==> src/rtcSet_macros.svh <==
`default_nettype none
`ifndef RTC_SET_MACROS_SVH
`define RTC_SET_MACROS_SVH

// field count and bus widths
`define RTC_FIELDS 13
`define RTC_DW 8
`define RTC_AW 8

// clock registers, year sits apart from the rest
`define RTC_ADDR_CLK_SEC 8'h20
`define RTC_ADDR_CLK_MIN 8'h21
`define RTC_ADDR_CLK_HOUR 8'h22
`define RTC_ADDR_CLK_DAY 8'h23
`define RTC_ADDR_CLK_MONTH 8'h24
`define RTC_ADDR_CLK_YEAR 8'h26

// alarm registers
`define RTC_ADDR_ALM_SEC 8'h31
`define RTC_ADDR_ALM_MIN 8'h32
`define RTC_ADDR_ALM_HOUR 8'h33
`define RTC_ADDR_ALM_DAY 8'h34

// stopwatch registers
`define RTC_ADDR_TMR_SEC 8'h41
`define RTC_ADDR_TMR_MIN 8'h42
`define RTC_ADDR_TMR_HOUR 8'h43

`endif
`default_nettype wire

==> src/rtcBusPkg.sv <==
`default_nettype none

package rtcBusPkg;

	// request kind from sequencer to bus master
	typedef enum logic
	{
		opRead = 1'b0,
		opWrite = 1'b1
	} busOp;

	// one Wishbone classic cycle per request
	typedef enum logic [1:0]
	{
		busIdle = 2'd0,
		busActive = 2'd1,
		busDone = 2'd2
	} busState;

endpackage

`default_nettype wire

==> src/rtcFieldPkg.sv <==
`default_nettype none

package rtcFieldPkg;

	////////////////////////////////////////////////////////////
	// field domain types
	////////////////////////////////////////////////////////////

	// setting mode, straight from the 2-bit mode switch
	// clock owns fields 0..5, alarm 6..9, stopwatch 10..12
	typedef enum logic [1:0]
	{
		modeIdle = 2'd0,
		modeClock = 2'd1,
		modeAlarm = 2'd2,
		modeTimer = 2'd3
	} setMode;

	// field number, 0 is clock seconds and 12 is stopwatch hours
	typedef logic [3:0] fieldIndex;

endpackage

`default_nettype wire

==> src/adjustBank.sv <==
`timescale 1ns/1ps
`include "rtcSet_macros.svh"
`default_nettype none

module adjustBank
(
	input wire CLK,
	input wire reset,
	input wire rtcFieldPkg::fieldIndex cursorField,
	input wire editActive,
	input wire busy,
	input wire btnInc,
	input wire btnDec,
	input wire rtcFieldPkg::fieldIndex fieldSel,
	input wire clearField,
	output logic [`RTC_DW-1:0] netAdjust
);

	// up and down press counts per field, both wrap at 256
	logic [`RTC_DW-1:0] posCount [`RTC_FIELDS];
	logic [`RTC_DW-1:0] negCount [`RTC_FIELDS];
	logic pressEnable;

	// presses frozen while a commit runs
	assign pressEnable = editActive && !busy && (cursorField < `RTC_FIELDS);

	always_ff @(posedge CLK)
	begin
		if (reset)
		begin
			for (int i = 0; i < `RTC_FIELDS; i++)
			begin
				posCount[i] <= '0;
				negCount[i] <= '0;
			end
		end
		else if (clearField)
		begin
			posCount[fieldSel] <= '0;
			negCount[fieldSel] <= '0;
		end
		else if (pressEnable)
		begin
			if (btnInc)
				posCount[cursorField] <= posCount[cursorField] + 1'b1;
			if (btnDec)
				negCount[cursorField] <= negCount[cursorField] + 1'b1;
		end
	end

	// net change for the field being committed, modulo 256
	assign netAdjust = posCount[fieldSel] - negCount[fieldSel];

endmodule

`default_nettype wire

==> src/commitSequencer.sv <==
`timescale 1ns/1ps
`include "rtcSet_macros.svh"
`default_nettype none

module commitSequencer
(
	input wire CLK,
	input wire reset,
	input wire commitStart,
	input wire [`RTC_DW-1:0] netAdjust,
	input wire reqDone,
	input wire [`RTC_DW-1:0] rspData,
	output logic busy,
	output logic commitDone,
	output rtcFieldPkg::fieldIndex fieldSel,
	output logic clearField,
	output logic reqValid,
	output rtcBusPkg::busOp reqOp,
	output logic [`RTC_AW-1:0] reqAdr,
	output logic [`RTC_DW-1:0] reqData
);

	typedef enum logic [2:0]
	{
		seqIdle,
		seqRead,
		seqWrite,
		seqClear,
		seqFinish
	} seqState;

	seqState state;

	// field number to RTC register
	function automatic logic [`RTC_AW-1:0] fieldAddress(input rtcFieldPkg::fieldIndex idx);
		case (idx)
			4'd0: fieldAddress = `RTC_ADDR_CLK_SEC;
			4'd1: fieldAddress = `RTC_ADDR_CLK_MIN;
			4'd2: fieldAddress = `RTC_ADDR_CLK_HOUR;
			4'd3: fieldAddress = `RTC_ADDR_CLK_DAY;
			4'd4: fieldAddress = `RTC_ADDR_CLK_MONTH;
			4'd5: fieldAddress = `RTC_ADDR_CLK_YEAR;
			4'd6: fieldAddress = `RTC_ADDR_ALM_SEC;
			4'd7: fieldAddress = `RTC_ADDR_ALM_MIN;
			4'd8: fieldAddress = `RTC_ADDR_ALM_HOUR;
			4'd9: fieldAddress = `RTC_ADDR_ALM_DAY;
			4'd10: fieldAddress = `RTC_ADDR_TMR_SEC;
			4'd11: fieldAddress = `RTC_ADDR_TMR_MIN;
			4'd12: fieldAddress = `RTC_ADDR_TMR_HOUR;
			default: fieldAddress = `RTC_ADDR_CLK_SEC;
		endcase
	endfunction

	// operands stay put for the whole field
	assign reqAdr = fieldAddress(fieldSel);
	assign reqOp = (state == seqWrite) ? rtcBusPkg::opWrite : rtcBusPkg::opRead;

	////////////////////////////////////////////////////////////
	// read, modify, write, clear for each field
	////////////////////////////////////////////////////////////

	always_ff @(posedge CLK)
	begin
		if (reset)
		begin
			state <= seqIdle;
			busy <= 1'b0;
			commitDone <= 1'b0;
			clearField <= 1'b0;
			reqValid <= 1'b0;
			fieldSel <= '0;
		end
		else
		begin
			commitDone <= 1'b0;
			clearField <= 1'b0;
			case (state)
				seqIdle:
				begin
					if (commitStart)
					begin
						busy <= 1'b1;
						fieldSel <= '0;
						reqValid <= 1'b1;
						state <= seqRead;
					end
				end
				seqRead:
				begin
					// counters cannot move while busy, so netAdjust is stable here
					if (reqDone)
					begin
						reqValid <= 1'b0;
						reqData <= rspData + netAdjust;
						state <= seqWrite;
					end
				end
				seqWrite:
				begin
					// one idle cycle after the read, then hold until done
					if (reqDone)
					begin
						reqValid <= 1'b0;
						clearField <= 1'b1;
						state <= seqClear;
					end
					else
						reqValid <= 1'b1;
				end
				seqClear:
				begin
					if (fieldSel == 4'(`RTC_FIELDS - 1))
						state <= seqFinish;
					else
					begin
						fieldSel <= fieldSel + 4'd1;
						reqValid <= 1'b1;
						state <= seqRead;
					end
				end
				seqFinish:
				begin
					busy <= 1'b0;
					commitDone <= 1'b1;
					fieldSel <= '0;
					state <= seqIdle;
				end
				default:
					state <= seqIdle;
			endcase
		end
	end

endmodule

`default_nettype wire

==> src/fieldCursor.sv <==
`timescale 1ns/1ps
`include "rtcSet_macros.svh"
`default_nettype none

module fieldCursor
(
	input wire CLK,
	input wire reset,
	input wire rtcFieldPkg::setMode mode,
	input wire btnLeft,
	input wire btnRight,
	output rtcFieldPkg::fieldIndex cursorField,
	output logic editActive
);

	rtcFieldPkg::setMode lastMode;
	rtcFieldPkg::fieldIndex rangeFirst;
	rtcFieldPkg::fieldIndex rangeLast;

	// contiguous field range of the active mode
	always_comb
	begin
		case (mode)
			rtcFieldPkg::modeClock:
			begin
				rangeFirst = 4'd0;
				rangeLast = 4'd5;
			end
			rtcFieldPkg::modeAlarm:
			begin
				rangeFirst = 4'd6;
				rangeLast = 4'd9;
			end
			rtcFieldPkg::modeTimer:
			begin
				rangeFirst = 4'd10;
				rangeLast = 4'(`RTC_FIELDS - 1);
			end
			default:
			begin
				rangeFirst = 4'd0;
				rangeLast = 4'd0;
			end
		endcase
	end

	assign editActive = (mode != rtcFieldPkg::modeIdle);

	always_ff @(posedge CLK)
	begin
		if (reset)
		begin
			lastMode <= rtcFieldPkg::modeIdle;
			cursorField <= '0;
		end
		else
		begin
			lastMode <= mode;
			if (editActive)
			begin
				// new mode restarts at its first field
				if (mode != lastMode)
					cursorField <= rangeFirst;
				else if (btnRight && (cursorField < rangeLast))
					cursorField <= cursorField + 4'd1;
				else if (btnLeft && (cursorField > rangeFirst))
					cursorField <= cursorField - 4'd1;
			end
		end
	end

endmodule

`default_nettype wire

==> src/rtcBusMaster.sv <==
`timescale 1ns/1ps
`include "rtcSet_macros.svh"
`default_nettype none

module rtcBusMaster
(
	input wire CLK,
	input wire reset,
	input wire reqValid,
	input wire rtcBusPkg::busOp reqOp,
	input wire [`RTC_AW-1:0] reqAdr,
	input wire [`RTC_DW-1:0] reqData,
	input wire [`RTC_DW-1:0] wbDatIn,
	input wire wbAck,
	output logic reqDone,
	output logic [`RTC_DW-1:0] rspData,
	output logic wbCyc,
	output logic wbStb,
	output logic wbWe,
	output logic [`RTC_AW-1:0] wbAdr,
	output logic [`RTC_DW-1:0] wbDatOut
);

	rtcBusPkg::busState state;

	always_ff @(posedge CLK)
	begin
		if (reset)
		begin
			state <= rtcBusPkg::busIdle;
			reqDone <= 1'b0;
			wbCyc <= 1'b0;
			wbStb <= 1'b0;
			wbWe <= 1'b0;
		end
		else
		begin
			reqDone <= 1'b0;
			case (state)
				rtcBusPkg::busIdle:
				begin
					if (reqValid)
					begin
						wbCyc <= 1'b1;
						wbStb <= 1'b1;
						wbWe <= (reqOp == rtcBusPkg::opWrite);
						wbAdr <= reqAdr;
						wbDatOut <= reqData;
						state <= rtcBusPkg::busActive;
					end
				end
				rtcBusPkg::busActive:
				begin
					// slave may stall as long as it likes
					if (wbAck)
					begin
						if (!wbWe)
							rspData <= wbDatIn;
						wbCyc <= 1'b0;
						wbStb <= 1'b0;
						wbWe <= 1'b0;
						reqDone <= 1'b1;
						state <= rtcBusPkg::busDone;
					end
				end
				default:
					state <= rtcBusPkg::busIdle;
			endcase
		end
	end

endmodule

`default_nettype wire

==> src/rtcSetUnit.sv <==
`timescale 1ns/1ps
`include "rtcSet_macros.svh"
`default_nettype none

module rtcSetUnit
(
	input wire CLK,
	input wire reset,
	input wire rtcFieldPkg::setMode mode,
	input wire btnLeft,
	input wire btnRight,
	input wire btnInc,
	input wire btnDec,
	input wire commitStart,
	output rtcFieldPkg::fieldIndex cursorField,
	output logic editActive,
	output logic busy,
	output logic commitDone,
	output logic wbCyc,
	output logic wbStb,
	output logic wbWe,
	output logic [`RTC_AW-1:0] wbAdr,
	output logic [`RTC_DW-1:0] wbDatOut,
	input wire [`RTC_DW-1:0] wbDatIn,
	input wire wbAck
);

	rtcFieldPkg::fieldIndex fieldSel;
	logic clearField;
	logic [`RTC_DW-1:0] netAdjust;
	logic reqValid;
	rtcBusPkg::busOp reqOp;
	logic [`RTC_AW-1:0] reqAdr;
	logic [`RTC_DW-1:0] reqData;
	logic reqDone;
	logic [`RTC_DW-1:0] rspData;

	////////////////////////////////////////////////////////////
	// front panel side
	////////////////////////////////////////////////////////////

	fieldCursor u_cursor
	(
		.CLK(CLK),
		.reset(reset),
		.mode(mode),
		.btnLeft(btnLeft),
		.btnRight(btnRight),
		.cursorField(cursorField),
		.editActive(editActive)
	);

	adjustBank u_bank
	(
		.CLK(CLK),
		.reset(reset),
		.cursorField(cursorField),
		.editActive(editActive),
		.busy(busy),
		.btnInc(btnInc),
		.btnDec(btnDec),
		.fieldSel(fieldSel),
		.clearField(clearField),
		.netAdjust(netAdjust)
	);

	////////////////////////////////////////////////////////////
	// write-back to the RTC chip
	////////////////////////////////////////////////////////////

	commitSequencer u_seq
	(
		.CLK(CLK),
		.reset(reset),
		.commitStart(commitStart),
		.netAdjust(netAdjust),
		.reqDone(reqDone),
		.rspData(rspData),
		.busy(busy),
		.commitDone(commitDone),
		.fieldSel(fieldSel),
		.clearField(clearField),
		.reqValid(reqValid),
		.reqOp(reqOp),
		.reqAdr(reqAdr),
		.reqData(reqData)
	);

	rtcBusMaster u_bus
	(
		.CLK(CLK),
		.reset(reset),
		.reqValid(reqValid),
		.reqOp(reqOp),
		.reqAdr(reqAdr),
		.reqData(reqData),
		.wbDatIn(wbDatIn),
		.wbAck(wbAck),
		.reqDone(reqDone),
		.rspData(rspData),
		.wbCyc(wbCyc),
		.wbStb(wbStb),
		.wbWe(wbWe),
		.wbAdr(wbAdr),
		.wbDatOut(wbDatOut)
	);

endmodule

`default_nettype wire

==> config.mk <==
export PLATFORM = sky130hd
export DESIGN_NAME = rtcSetUnit
export DESIGN_NICKNAME = d
export VERILOG_FILES = /design/src/rtcBusPkg.sv /design/src/rtcFieldPkg.sv /design/src/adjustBank.sv /design/src/commitSequencer.sv /design/src/fieldCursor.sv /design/src/rtcBusMaster.sv /design/src/rtcSetUnit.sv
export VERILOG_INCLUDE_DIRS = /design/src /design/src/src
export SDC_FILE = /design/constraint.sdc
export NUM_CORES = 1
export LEC_CHECK = 0
export BUFFER_PORTS_ARGS = -buffer_cell sky130_fd_sc_hd__buf_2
export CAP_MARGIN = 10
export CORE_UTILIZATION = 33
export CTS_BUF_LIST = sky130_fd_sc_hd__clkbuf_8
export DETAILED_ROUTE_END_ITERATION = 10
export PLACE_DENSITY = 0.57
export SLEW_MARGIN = 20
export SYNTH_ARGS = -nofsm -noshare
export SYNTH_HDL_FRONTEND = slang
export SYNTH_SLANG_ARGS = --single-unit
==> constraint.sdc <==
create_clock -name CLK -period 5.4 [get_ports CLK]
set_clock_uncertainty 0.05 [all_clocks]
set_input_delay 0.27 -clock CLK [delete_from_list [all_inputs] [get_ports CLK]]
set_output_delay 0.27 -clock CLK [all_outputs]
set_load 0.02 [all_outputs]
==> metrics.log, run 1 <==
INFO  metric outcome = completed
INFO  metric seq_area_frac_synth = 55.2%
INFO  metric area_of_the_mapped_netlist = 16600 µm²
INFO  metric final-hold-violation-count = 0
INFO  metric dominantRegCellSynth = edfxtp_1
INFO  metric gr-usage-all-layers = 18.4%
INFO  metric critical_path_peak_fanout = 34
INFO  metric clock_insertion_delay_worst_skew = around 0.66 ns
INFO  metric drt-pass1-iter-count = 5
INFO  metric synth_cells = 1227
INFO  metric multi_input_comb_area = between 6000 and 7000 µm²
INFO  metric floorplan.io_pins = 44
INFO  metric async_flop_share = 0%
INFO  metric cp_common_cell = mux4_2
INFO  metric critical_path_buf_inv_count = 1
INFO  metric ys_top_cells_by_count = edfxtp_1 (286), nor2_1 (258), mux4_2 (149)
INFO  metric transition_at_the_pin_with_the_smallest_max_transition_slack = around 1.1 ns
INFO  metric timing.critical_path.cells = mux4_2, mux4_2, fa_1, inv_1, ha_1, a21o_1, a21oi_1, o21ai_0, o41ai_1, xnor2_1
INFO  metric cts-buffers-inserted = 54
INFO  metric max-clock-path-buffers = 3
INFO  metric synth_edf_count = about 290
INFO  metric tritoncts_clock_tree = done
INFO  metric largest_net_degree_at_the_start_of_global_routing = 54
INFO  metric fp.dieArea = ~50000 µm²
INFO  metric drt_iter0_markers = 1190
INFO  metric arrival = 4.58 ns
INFO  metric layout_worst_path_cycle_share = 78.5%
INFO  metric setup_viol_count_final = 0
INFO  metric clock_slew_at_the_register_clock_pins_of_the_worst_setup_and_hold_paths = 0.06 ns
INFO  metric final_nets = 1335
INFO  metric fillerInstances = 4669
INFO  metric timing.fmax = 236 MHz
INFO  metric height_of_the_die = 227 µm
INFO  metric grt_setup_unrepaired = no
INFO  metric antenna-diode-count = 0
INFO  metric drtAntennaViolNets = 0
INFO  metric syn_avg_cell_area = 13.6 µm²
INFO  metric layout_min_cycle_time = 4.24 ns
INFO  metric wl = about 46000 µm
INFO  metric slew-limit-headroom = 26.9%
INFO  metric critPathRequiredTime = 5.74 ns
INFO  metric fraction_of_layout_instances_using_a_drive_strength_above_1 = 25.4%
INFO  metric timing.hold.worst.class = in2reg
INFO  metric synth_largest_area_cell = edfxtp_1
INFO  metric critPathKind = reg2reg
INFO  metric tns = 0 ns
INFO  metric drc_errors = 0
INFO  metric cts-htree-levels = 2
INFO  metric vias_per_cell = 5.47
INFO  metric crit_path_top_delay_cell = dfxtp_4
INFO  metric clock_tree.root_cell = clkbuf_8
INFO  metric layout.area.seq = 9200 µm²
INFO  metric io_buffer_count = 41
INFO  metric globalRouteOverflowTotal = 0
INFO  metric yosys_warnings = 0
INFO  metric netlist_top_cells_area = edfxtp_1 (52%), mux4_2 (20%), nor2_1 (5.8%), dfxtp_1 (3.6%), ha_1 (1.9%)
INFO  metric max_cap_viol_count = 0
INFO  metric initial_core_util = between 30 and 40%
INFO  metric p_per_area = about 320 nW/µm²
INFO  metric critical_path.endpoint_type = flip-flop
INFO  metric synth_most_common_cell = edfxtp_1
INFO  metric die_w = about 230 µm
INFO  metric p_leak = between 0.006 and 0.007 µW
INFO  metric placeableCoreArea = 49400 µm²
INFO  metric initial_antenna_violation_count = 1
INFO  metric first_global_vias = 10900
INFO  metric drt-wirelength-per-cell = 23.2 µm
INFO  metric rows = 81
INFO  metric number_of_clock_sinks = 316
INFO  metric cp-start-kind = flip-flop
INFO  metric synth_seq_cells = roughly 320
INFO  metric area_grow_syn2layout = 13.1%
INFO  metric finalPower = between 6000 and 7000 µW
INFO  metric ir_worst_vdd = approximately 0.16 mV
INFO  metric cp_slowest_stage_delay = 0.81 ns
INFO  metric vias = 10900
INFO  metric ys_types = 56
INFO  metric synth_top_area_share = 51.6%
INFO  metric cpLargestDelayFamily = multiplexers
INFO  metric finalWeightedCongestion = 0.877
INFO  metric grt_pass1_wl = 68900 µm
INFO  metric hold_slack = 0.171 ns
INFO  metric dp.final_hpwl = between 30000 and 40000 µm
INFO  metric final-max-slew-violation-count = 0
[layout by cell type, fill, tap and decap left out, drive strengths merged, types with 3 or more instances in the layout]
master	synthesis	layout
nand3	19	19
nor3	10	10
clkinv	0	19
buf	48	78
or3	12	12
a22oi	21	21
o21ai	13	13
bufinv	0	7
nand3b	3	3
a211oi	4	4
a31oi	6	6
ha	25	25
fa	8	8
xnor2	11	11
xor2	12	12
a21o	3	3
nand4	4	4
inv	45	65
and2	5	5
and3	3	3
nor2b	15	15
nand2b	23	23
dfxtp	30	30
a21oi	75	75
dlygate4sd3	0	12
nor2	258	258
mux4	149	149
clkbuf	42	55
nand2	67	67
edfxtp	286	286
[flip-flops by register name, summed over array words and instances (netlist names), 2 cells and up, named ones only]
name	cells
u_bank.negCount	128
u_bank.posCount	128
u_bus.rspData	8
u_bus.state	2
u_bus.wbAdr	6
u_bus.wbDatOut	8
u_cursor.cursorField	4
u_cursor.lastMode	2
u_seq.fieldSel	4
u_seq.reqData	8
u_seq.state	3
[cells by family after synthesis]
| group | after synthesis | share of synthesized area (%) |
|---|---|---|
| buffers and inverters | 135 | 3.78 |
| muxes | 151 | 20.3 |
| and+or+nand+nor | 429 | 11.2 |
| adders and majority gates | 33 | 2.84 |
| other | 1 | 0.0225 |
| AOI/OAI and AO/OA | 139 | 5.45 |
| DFF | 316 | 55.2 |
| xor gates and xnor gates | 23 | 1.21 |
[metrics by stage]
step	cells	area (µm²)	setup slack (ns)	util, %
2_1_floorplan	1228	16600	1.00	-
3_3_place_gp	1880	17500	1.25	35.5
3_5_place_dp	1880	17500	1.15	35.5
4_1_cts	1993	18800	1.11	38.1
5_1_grt	1993	18800	0.934	38.1
6_report	1993	18800	1.16	38.1
[where the power goes]
part / internal (µW) / total [µW] / switching [µW] / leakage (µW)
combinational: 337 / 867 / 530 / 0.00260
sequential: 2760 / 2850 / 85.7 / 0.00312
clock: 1290 / 2320 / 1030 / 0.000655
[worst min-delay path: cells and delay by family]
kind | cells | cell delay, ns
buf+inv | 2 | 0.41
simple gates | 1 | 0.13
[metal layers]
layer / track usage (%) / wire length (µm) / up-vias / share of wire (%)
met4: 7.28 / 1540 / 0 / 3.3
met1: 25.6 / 20000 / 5565 / 43
met5: 0 / 0 / - / 0
met2: 28.0 / 20800 / 501 / 45
met3: 4.09 / 3880 / 94 / 8.4
li1: - / - / 4749 / -
[path summary, 6_finish.rpt]
path	from	endpoint	slack [ns]	cells past startpoint
worst max-delay path	flip-flop	u_seq.reqData[7]	1.16	10
worst min-delay path	reset	u_cursor.lastMode[0]	0.17	3
worst max register to register	flip-flop	u_seq.reqData[7]	1.16	10
worst min register to register	u_seq.reqData[7]	u_bus.wbDatOut[7]	0.37	0
[repair_timing]
item,in CTS,in global routing
buffers inserted,0,0
gates resized for setup,0,0
hold buffers,12,0
endpoints found under the hold margin,15,0
[layout make-up]
type / count / share of cell area [%]
Clock inverter: 46 / 2.04
Timing Repair Buffer: 90 / 3.27
Multi-Input combinational cell: 777 / 36.4
Inverter: 45 / 0.898
Clock buffer: 55 / 4.02
Tap cell: 664 / 4.42
Sequential cell: 316 / 48.9
Note: power is estimated with default switching activity, not from simulation.
==> run 2, diff against run 1 <==
PLACE_DENSITY = 0.58   (was 0.57)
clock period = 3.9 ns   (was 5.4 ns; I/O delays follow)
==> metrics.log, run 2 (synthesis results as in run 1) <==
INFO  metric placeableCoreArea = 49400 µm² (unchanged)
INFO  metric antenna-diode-count = 0 (unchanged)
INFO  metric critPathKind = reg2reg
INFO  metric max_cap_viol_count = 0 (unchanged)
INFO  metric max-clock-path-buffers = 3 (unchanged)
INFO  metric final-hold-violation-count = 0 (unchanged)
INFO  metric fraction_of_layout_instances_using_a_drive_strength_above_1 = 26.6% (+1.1 points)
INFO  metric finalWorstSetupSlack = 0.184 ns (-0.975 ns)
INFO  metric clock_insertion_delay_worst_skew = 0.65 ns (about the same)
INFO  metric p_leak = 0.00648 µW (+1.7%)
INFO  metric ir_worst_vdd = 0.236 mV (+46%)
INFO  metric globalRouteOverflowTotal = 0 (unchanged)
INFO  metric rows = 81 (unchanged)
INFO  metric floorplan.io_pins = 44 (unchanged)
INFO  metric p_per_area = 434 nW/µm² (+35%)
INFO  metric vias_per_cell = 5.49 (+0.21%)
INFO  metric wl = 47100 µm (+2.0%)
INFO  metric final_nets = 1359 (+1.8%)
INFO  metric cp-start-kind = flip-flop
INFO  metric setup_viol_count_final = 0 (unchanged)
INFO  metric layout_commonest_cell = edfxtp_1
INFO  metric die_w = 227 µm (unchanged)
INFO  metric largest_net_degree_at_the_start_of_global_routing = 41 (-24%)
INFO  metric outcome = completed
INFO  metric initial_antenna_violation_count = 0 (-1)
INFO  metric critical_path.endpoint_type = flip-flop
INFO  metric layout_min_cycle_time = 3.72 ns (-0.525 ns)
INFO  metric timing.fmax = 269 MHz (+14%)
INFO  metric area_grow_syn2layout = 14.0%
INFO  metric arrival = 4.05 ns (-0.53 ns)
INFO  metric number_of_clock_sinks = 316 (unchanged)
INFO  metric gr-usage-all-layers = 18.8% (+0.35 points)
INFO  metric slew-limit-headroom = 46.1% (+19 points)
INFO  metric grt_pass1_wl = 70500 µm (+2.4%)
INFO  metric height_of_the_die = 227 µm (unchanged)
INFO  metric first_global_vias = 11000 (+1.4%)
INFO  metric layout.cells.most_common_list = edfxtp_1 (286), nor2_1 (258), mux4_2 (149)
INFO  metric fp.dieArea = 51300 µm² (unchanged)
INFO  metric drt_iter0_markers = 1281 (+7.6%)
INFO  metric drt-wirelength-per-cell = 23.4 µm (+0.84%)
INFO  metric tritoncts_clock_tree = done
INFO  metric dp.final_hpwl = 33700 µm (+2.0%)
INFO  metric cts-htree-levels = 2 (unchanged)
INFO  metric drtAntennaViolNets = 0 (unchanged)
INFO  metric critical_path_peak_fanout = 8 (-76%)
INFO  metric tns = 0 ns (unchanged)
INFO  metric drt-pass1-iter-count = 6 (+1)
INFO  metric final_core_util = 38.4% (+0.33 points)
INFO  metric timing.hold.worst.class = in2reg
INFO  metric grt_setup_unrepaired = no
INFO  metric vias = 11100 (+1.3%)
INFO  metric cts-buffers-inserted = 52 (-3.7%)
INFO  metric critPathRequiredTime = 4.24 ns (-1.50 ns)
INFO  metric clock_slew_at_the_register_clock_pins_of_the_worst_setup_and_hold_paths = 0.06 ns (about the same)
INFO  metric drc_errors = 0 (unchanged)
INFO  metric layout_worst_path_cycle_share = 95.3% (+17 points)
INFO  metric pre_cts_slack = 0.0648 ns (-1.08 ns)
INFO  metric io_buffer_count = 41 (unchanged)
INFO  metric transition_at_the_pin_with_the_smallest_max_transition_slack = 0.805 ns (-0.285 ns)
INFO  metric final-max-slew-violation-count = 0 (unchanged)
INFO  metric clock_tree.root_cell = clkbuf_8
INFO  metric initial_core_util = 33.7% (unchanged)
INFO  metric biggestRegsByFlops = u_bank.negCount x128, u_bank.posCount x128
INFO  metric finalWeightedCongestion = 0.883 (+0.67%)
run 2: worst paths after layout:
| check | depth (start not counted) | slack [ns] | start | end |
|---|---|---|---|---|
| setup reg to reg | 12 | 0.18 | flip-flop | u_seq.reqData[6] |
| setup / recovery | 12 | 0.18 | flip-flop | u_seq.reqData[6] |
| hold reg to reg | 0 | 0.37 | u_seq.reqData[4] | u_bus.wbDatOut[4] |
| hold / removal | 5 | 0.21 | btnLeft | flip-flop |
run 2: what timing repair did:
action                     CTS  global route
setup endpoints to repair    0             1
hold buffers                13             0
resized for setup            0             1
hold endpoints to repair    22             0
setup buffers                0             5
run 2: report_power, final:
group,switching [µW],internal (µW)
registers,113,3820
clock network,1440,1610
logic,750,500
run 2: routing by layer:
| metal | routed length [µm] | GRT usage (%) | vias up |
|---|---|---|---|
| li1 | - | - | 4785 |
| met1 | 20300 | 26.5 | 5597 |
| met2 | 20900 | 28.5 | 596 |
| met3 | 4490 | 4.50 | 75 |
| met4 | 1350 | 5.71 | 0 |
| met5 | 0 | 0 | - |
run 2: critical path, cell delays in order (launching register included):
cell and delay (ns):
dfxtp_4 0.43, buf_12 0.16, mux4_2 0.50, mux4_2 0.55, ha_1 0.31, inv_1 0.04, ha_1 0.20, fa_1 0.47
a21o_1 0.19, a21oi_1 0.23, o21bai_1 0.10, a21oi_1 0.18, xnor2_1 0.08
run 2: stage by stage:
stage,area (µm²),hold WS [ns],total power (µW),std cells
after detailed placement,17700,0.324,5230,1900
after global placement,17700,0.324,5220,1900
after global routing,19000,0.212,8520,2015
after floorplan,16700,0.244,4800,1228
final,19000,0.206,8240,2015
after CTS,18900,0.160,8280,2010
run 2: final cells by class:
class	instances	area, µm²
clock buffers	57	785
clock inverters	40	273
fillers	4662	30400
inverters	45	169
multi-input cells	777	6850
flip-flops and latches	316	9200
well taps	664	831
repair buffers	116	863
==> run 3, diff against run 2 <==
CTS_BUF_LIST = default   (was sky130_fd_sc_hd__clkbuf_8)
GPL_ROUTABILITY_DRIVEN = 0   (was default)
RECOVER_POWER = 25   (was default)
==> metrics.log, run 3 (synthesis results as in run 1) <==
INFO  metric outcome = completed
INFO  metric height_of_the_die = 227 µm (unchanged)
INFO  metric comb_power_share = 14.5% (-0.7 points)
INFO  metric cts-htree-levels = 2 (unchanged)
INFO  metric drtAntennaViolNets = 0 (unchanged)
INFO  metric drt-wirelength-per-cell = 23.5 µm (+0.69%)
INFO  metric finalPower = 8580 µW (+4.1%)
INFO  metric final-max-slew-violation-count = 0 (unchanged)
INFO  metric final_core_util = 38.5% (+0.041 points)
INFO  metric clock_tree.root_cell = clkbuf_16
INFO  metric area_grow_syn2layout = 14.2%
INFO  metric timing.critical_path.cells = buf_12, buf_12, mux4_2, mux4_2, ha_1, inv_1, ha_1, fa_1, a21o_1, a21oi_1, o21bai_1, a21oi_1, xnor2_1
INFO  metric power.switching_fraction = 26.4% (-1.6 points)
INFO  metric cts-buffers-inserted = 36 (-31%)
INFO  metric layout_worst_path_cycle_share = 97.1% (+1.8 points)
INFO  metric transition_at_the_pin_with_the_smallest_max_transition_slack = 1.22 ns (+0.413 ns)
INFO  metric p_leak = 0.00632 µW (-2.5%)
INFO  metric floorplan.io_pins = 44 (unchanged)
INFO  metric clock_insertion_delay_worst_skew = 0.55 ns (-0.10 ns)
INFO  metric antenna-diode-count = 0 (unchanged)
INFO  metric number_of_clock_sinks = 316 (unchanged)
INFO  metric reg2reg_path_depth = 13 (+1)
INFO  metric fp.dieArea = 51300 µm² (unchanged)
INFO  metric ir_worst_vdd = 0.287 mV (+22%)
INFO  metric placeableCoreArea = 49400 µm² (unchanged)
INFO  metric vias_per_cell = 5.52 (+0.69%)
INFO  metric dp.final_hpwl = 33700 µm (unchanged)
INFO  metric clock_slew_at_the_register_clock_pins_of_the_worst_setup_and_hold_paths = 0.06 ns (about the same)
INFO  metric timing.hold.worst.class = in2reg
INFO  metric max_cap_viol_count = 0 (unchanged)
INFO  metric critical_path_peak_fanout = 8 (unchanged)
INFO  metric drt_iter0_markers = 1244 (-2.9%)
INFO  metric initial_antenna_violation_count = 0 (unchanged)
INFO  metric gr-usage-all-layers = 18.6% (-0.19 points)
INFO  metric final_nets = 1340 (-1.4%)
INFO  metric total_switching_power = 2260 µW (-1.7%)
INFO  metric cp-start-kind = flip-flop
INFO  metric endpoint = u_seq.reqData[6]
INFO  metric regToRegSetupSlack = 0.11 ns (-0.07 ns)
INFO  metric initial_core_util = 33.7% (unchanged)
INFO  metric grt_pass1_wl = 69900 µm (-0.90%)
INFO  metric clockPowerShare = 39.6% (+2.5 points)
INFO  metric rows = 81 (unchanged)
INFO  metric max-clock-path-buffers = 3 (unchanged)
INFO  metric first_global_vias = 10900 (-0.99%)
INFO  metric setup_viol_count_final = 0 (unchanged)
INFO  metric biggestRegsByFlops = u_bank.negCount x128, u_bank.posCount x128
INFO  metric slew-limit-headroom = 18.8% (-27 points)
INFO  metric final-hold-violation-count = 0 (unchanged)
INFO  metric critical_path.endpoint_type = flip-flop
INFO  metric cp_slowest_stage_delay = 0.54 ns (about the same)
INFO  metric layout_min_cycle_time = 3.79 ns (+0.0693 ns)
INFO  metric power.share.sequential = 45.9% (-1.9 points)
INFO  metric critPathKind = reg2reg
INFO  metric drc_errors = 0 (unchanged)
INFO  metric fraction_of_layout_instances_using_a_drive_strength_above_1 = 23.0% (-3.6 points)
INFO  metric io_buffer_count = 41 (unchanged)
INFO  metric drt-pass1-iter-count = 5 (-1)
INFO  metric r2r_end = u_seq.reqData[6]
INFO  metric globalRouteOverflowTotal = 0 (unchanged)
INFO  metric whs_path_cells = 5 (unchanged)
INFO  metric p_per_area = 452 nW/µm² (+4.0%)
INFO  metric arrival = 4.03 ns (-0.02 ns)
INFO  metric vias = 10900 (-1.0%)
INFO  metric power_report.internal_total = 6310 µW (+6.4%)
INFO  metric largest_net_degree_at_the_start_of_global_routing = 41 (unchanged)
INFO  metric tritoncts_clock_tree = done
INFO  metric tns = 0 ns (unchanged)
INFO  metric wl = 46600 µm (-1.0%)
INFO  metric layout_commonest_cell = edfxtp_1
INFO  metric crit_path_top_delay_cell = mux4_2
INFO  metric timing.fmax = 264 MHz (-1.8%)
INFO  metric die_w = 227 µm (unchanged)
INFO  metric layout.cells.most_common_list = edfxtp_1 (286), nor2_1 (258), mux4_2 (149)
INFO  metric critPathRequiredTime = 4.14 ns (-0.10 ns)
-- run 3: cell count changes in the layout (fill, tap and decap cells not counted), moves of 7 or more --
cell,before,now
clkbuf_16,0,37
clkbuf_1,0,44
buf_4,57,48
clkinv_1,8,1
buf_2,41,15
clkbuf_8,57,2
inv_1,61,44
-- run 3: worst min-delay path by stage --
stage	startpoint	to	slack [ns]
5_1_grt	wbDatIn[6]	u_bus.rspData[6]	0.34
4_1_cts	reset	u_cursor.cursorField[0]	0.08
3_3_place_gp	wbDatIn[5]	u_bus.rspData[5]	0.32
3_5_place_dp	wbDatIn[5]	u_bus.rspData[5]	0.32
6_report	btnLeft	flip-flop	0.30
2_1_floorplan	wbDatIn[0]	u_bus.rspData[0]	0.24
-- run 3: per-stage QoR --
step | cell area [µm²] | hold slack, ns | setup WS, ns | instances
6_report | 19000 | 0.297 | 0.114 | 1981
5_1_grt | 19000 | 0.341 | -0.00103 | 1981
4_1_cts | 19000 | 0.0800 | 0.0429 | 1978
3_5_place_dp | 17700 | 0.324 | 0.0648 | 1900
3_3_place_gp | 17700 | 0.324 | 0.0847 | 1900
2_1_floorplan | 16700 | 0.244 | 0.0249 | 1228
-- run 3: power by group through the flow --
| stage | clock (µW) | combinational [µW] | sequential (µW) |
|---|---|---|---|
| after floorplan | 0 | 854 | 3950 |
| after global placement | 0 | 1220 | 4000 |
| after detailed placement | 0 | 1230 | 4010 |
| after CTS | 3440 | 1240 | 3940 |
| after global routing | 3550 | 1340 | 3950 |
| final | 3390 | 1250 | 3940 |
-- run 3: timing repair --
action                                  4_1_cts  5_1_grt
endpoints found under the setup margin        0        2
resized for setup                             0        1
hold buffers                                 12        0
setup buffers                                 0        3
hold endpoints to repair                     15        0
-- run 3: area by class of cell --
type	count	area [µm²]
well taps	664	831
fillers	4659	30400
clock inverters	15	164
repair buffers	113	796
multi-input cells	777	6830
clock buffers	51	998
flip-flops and latches	316	9200
inverters	45	169
-- run 3: layer usage --
metal	GRT usage [%]	up-vias	wire, µm
li1	-	4744	-
met1	26.2	5615	20200
met2	28.3	507	20900
met3	3.97	75	4120
met4	6.36	0	1340
met5	0	-	0
-- run 3: critical path: cells and delay by family (launching register included) --
family | cells | cell delay (ns)
buffers and inverters | 3 | 0.32
adder cells (fa/ha/maj) | 3 | 0.97
XOR/XNOR | 1 | 0.08
multiplexers | 2 | 1.04
flip-flops | 1 | 0.39
AO/OA/AOI/OAI | 4 | 0.70
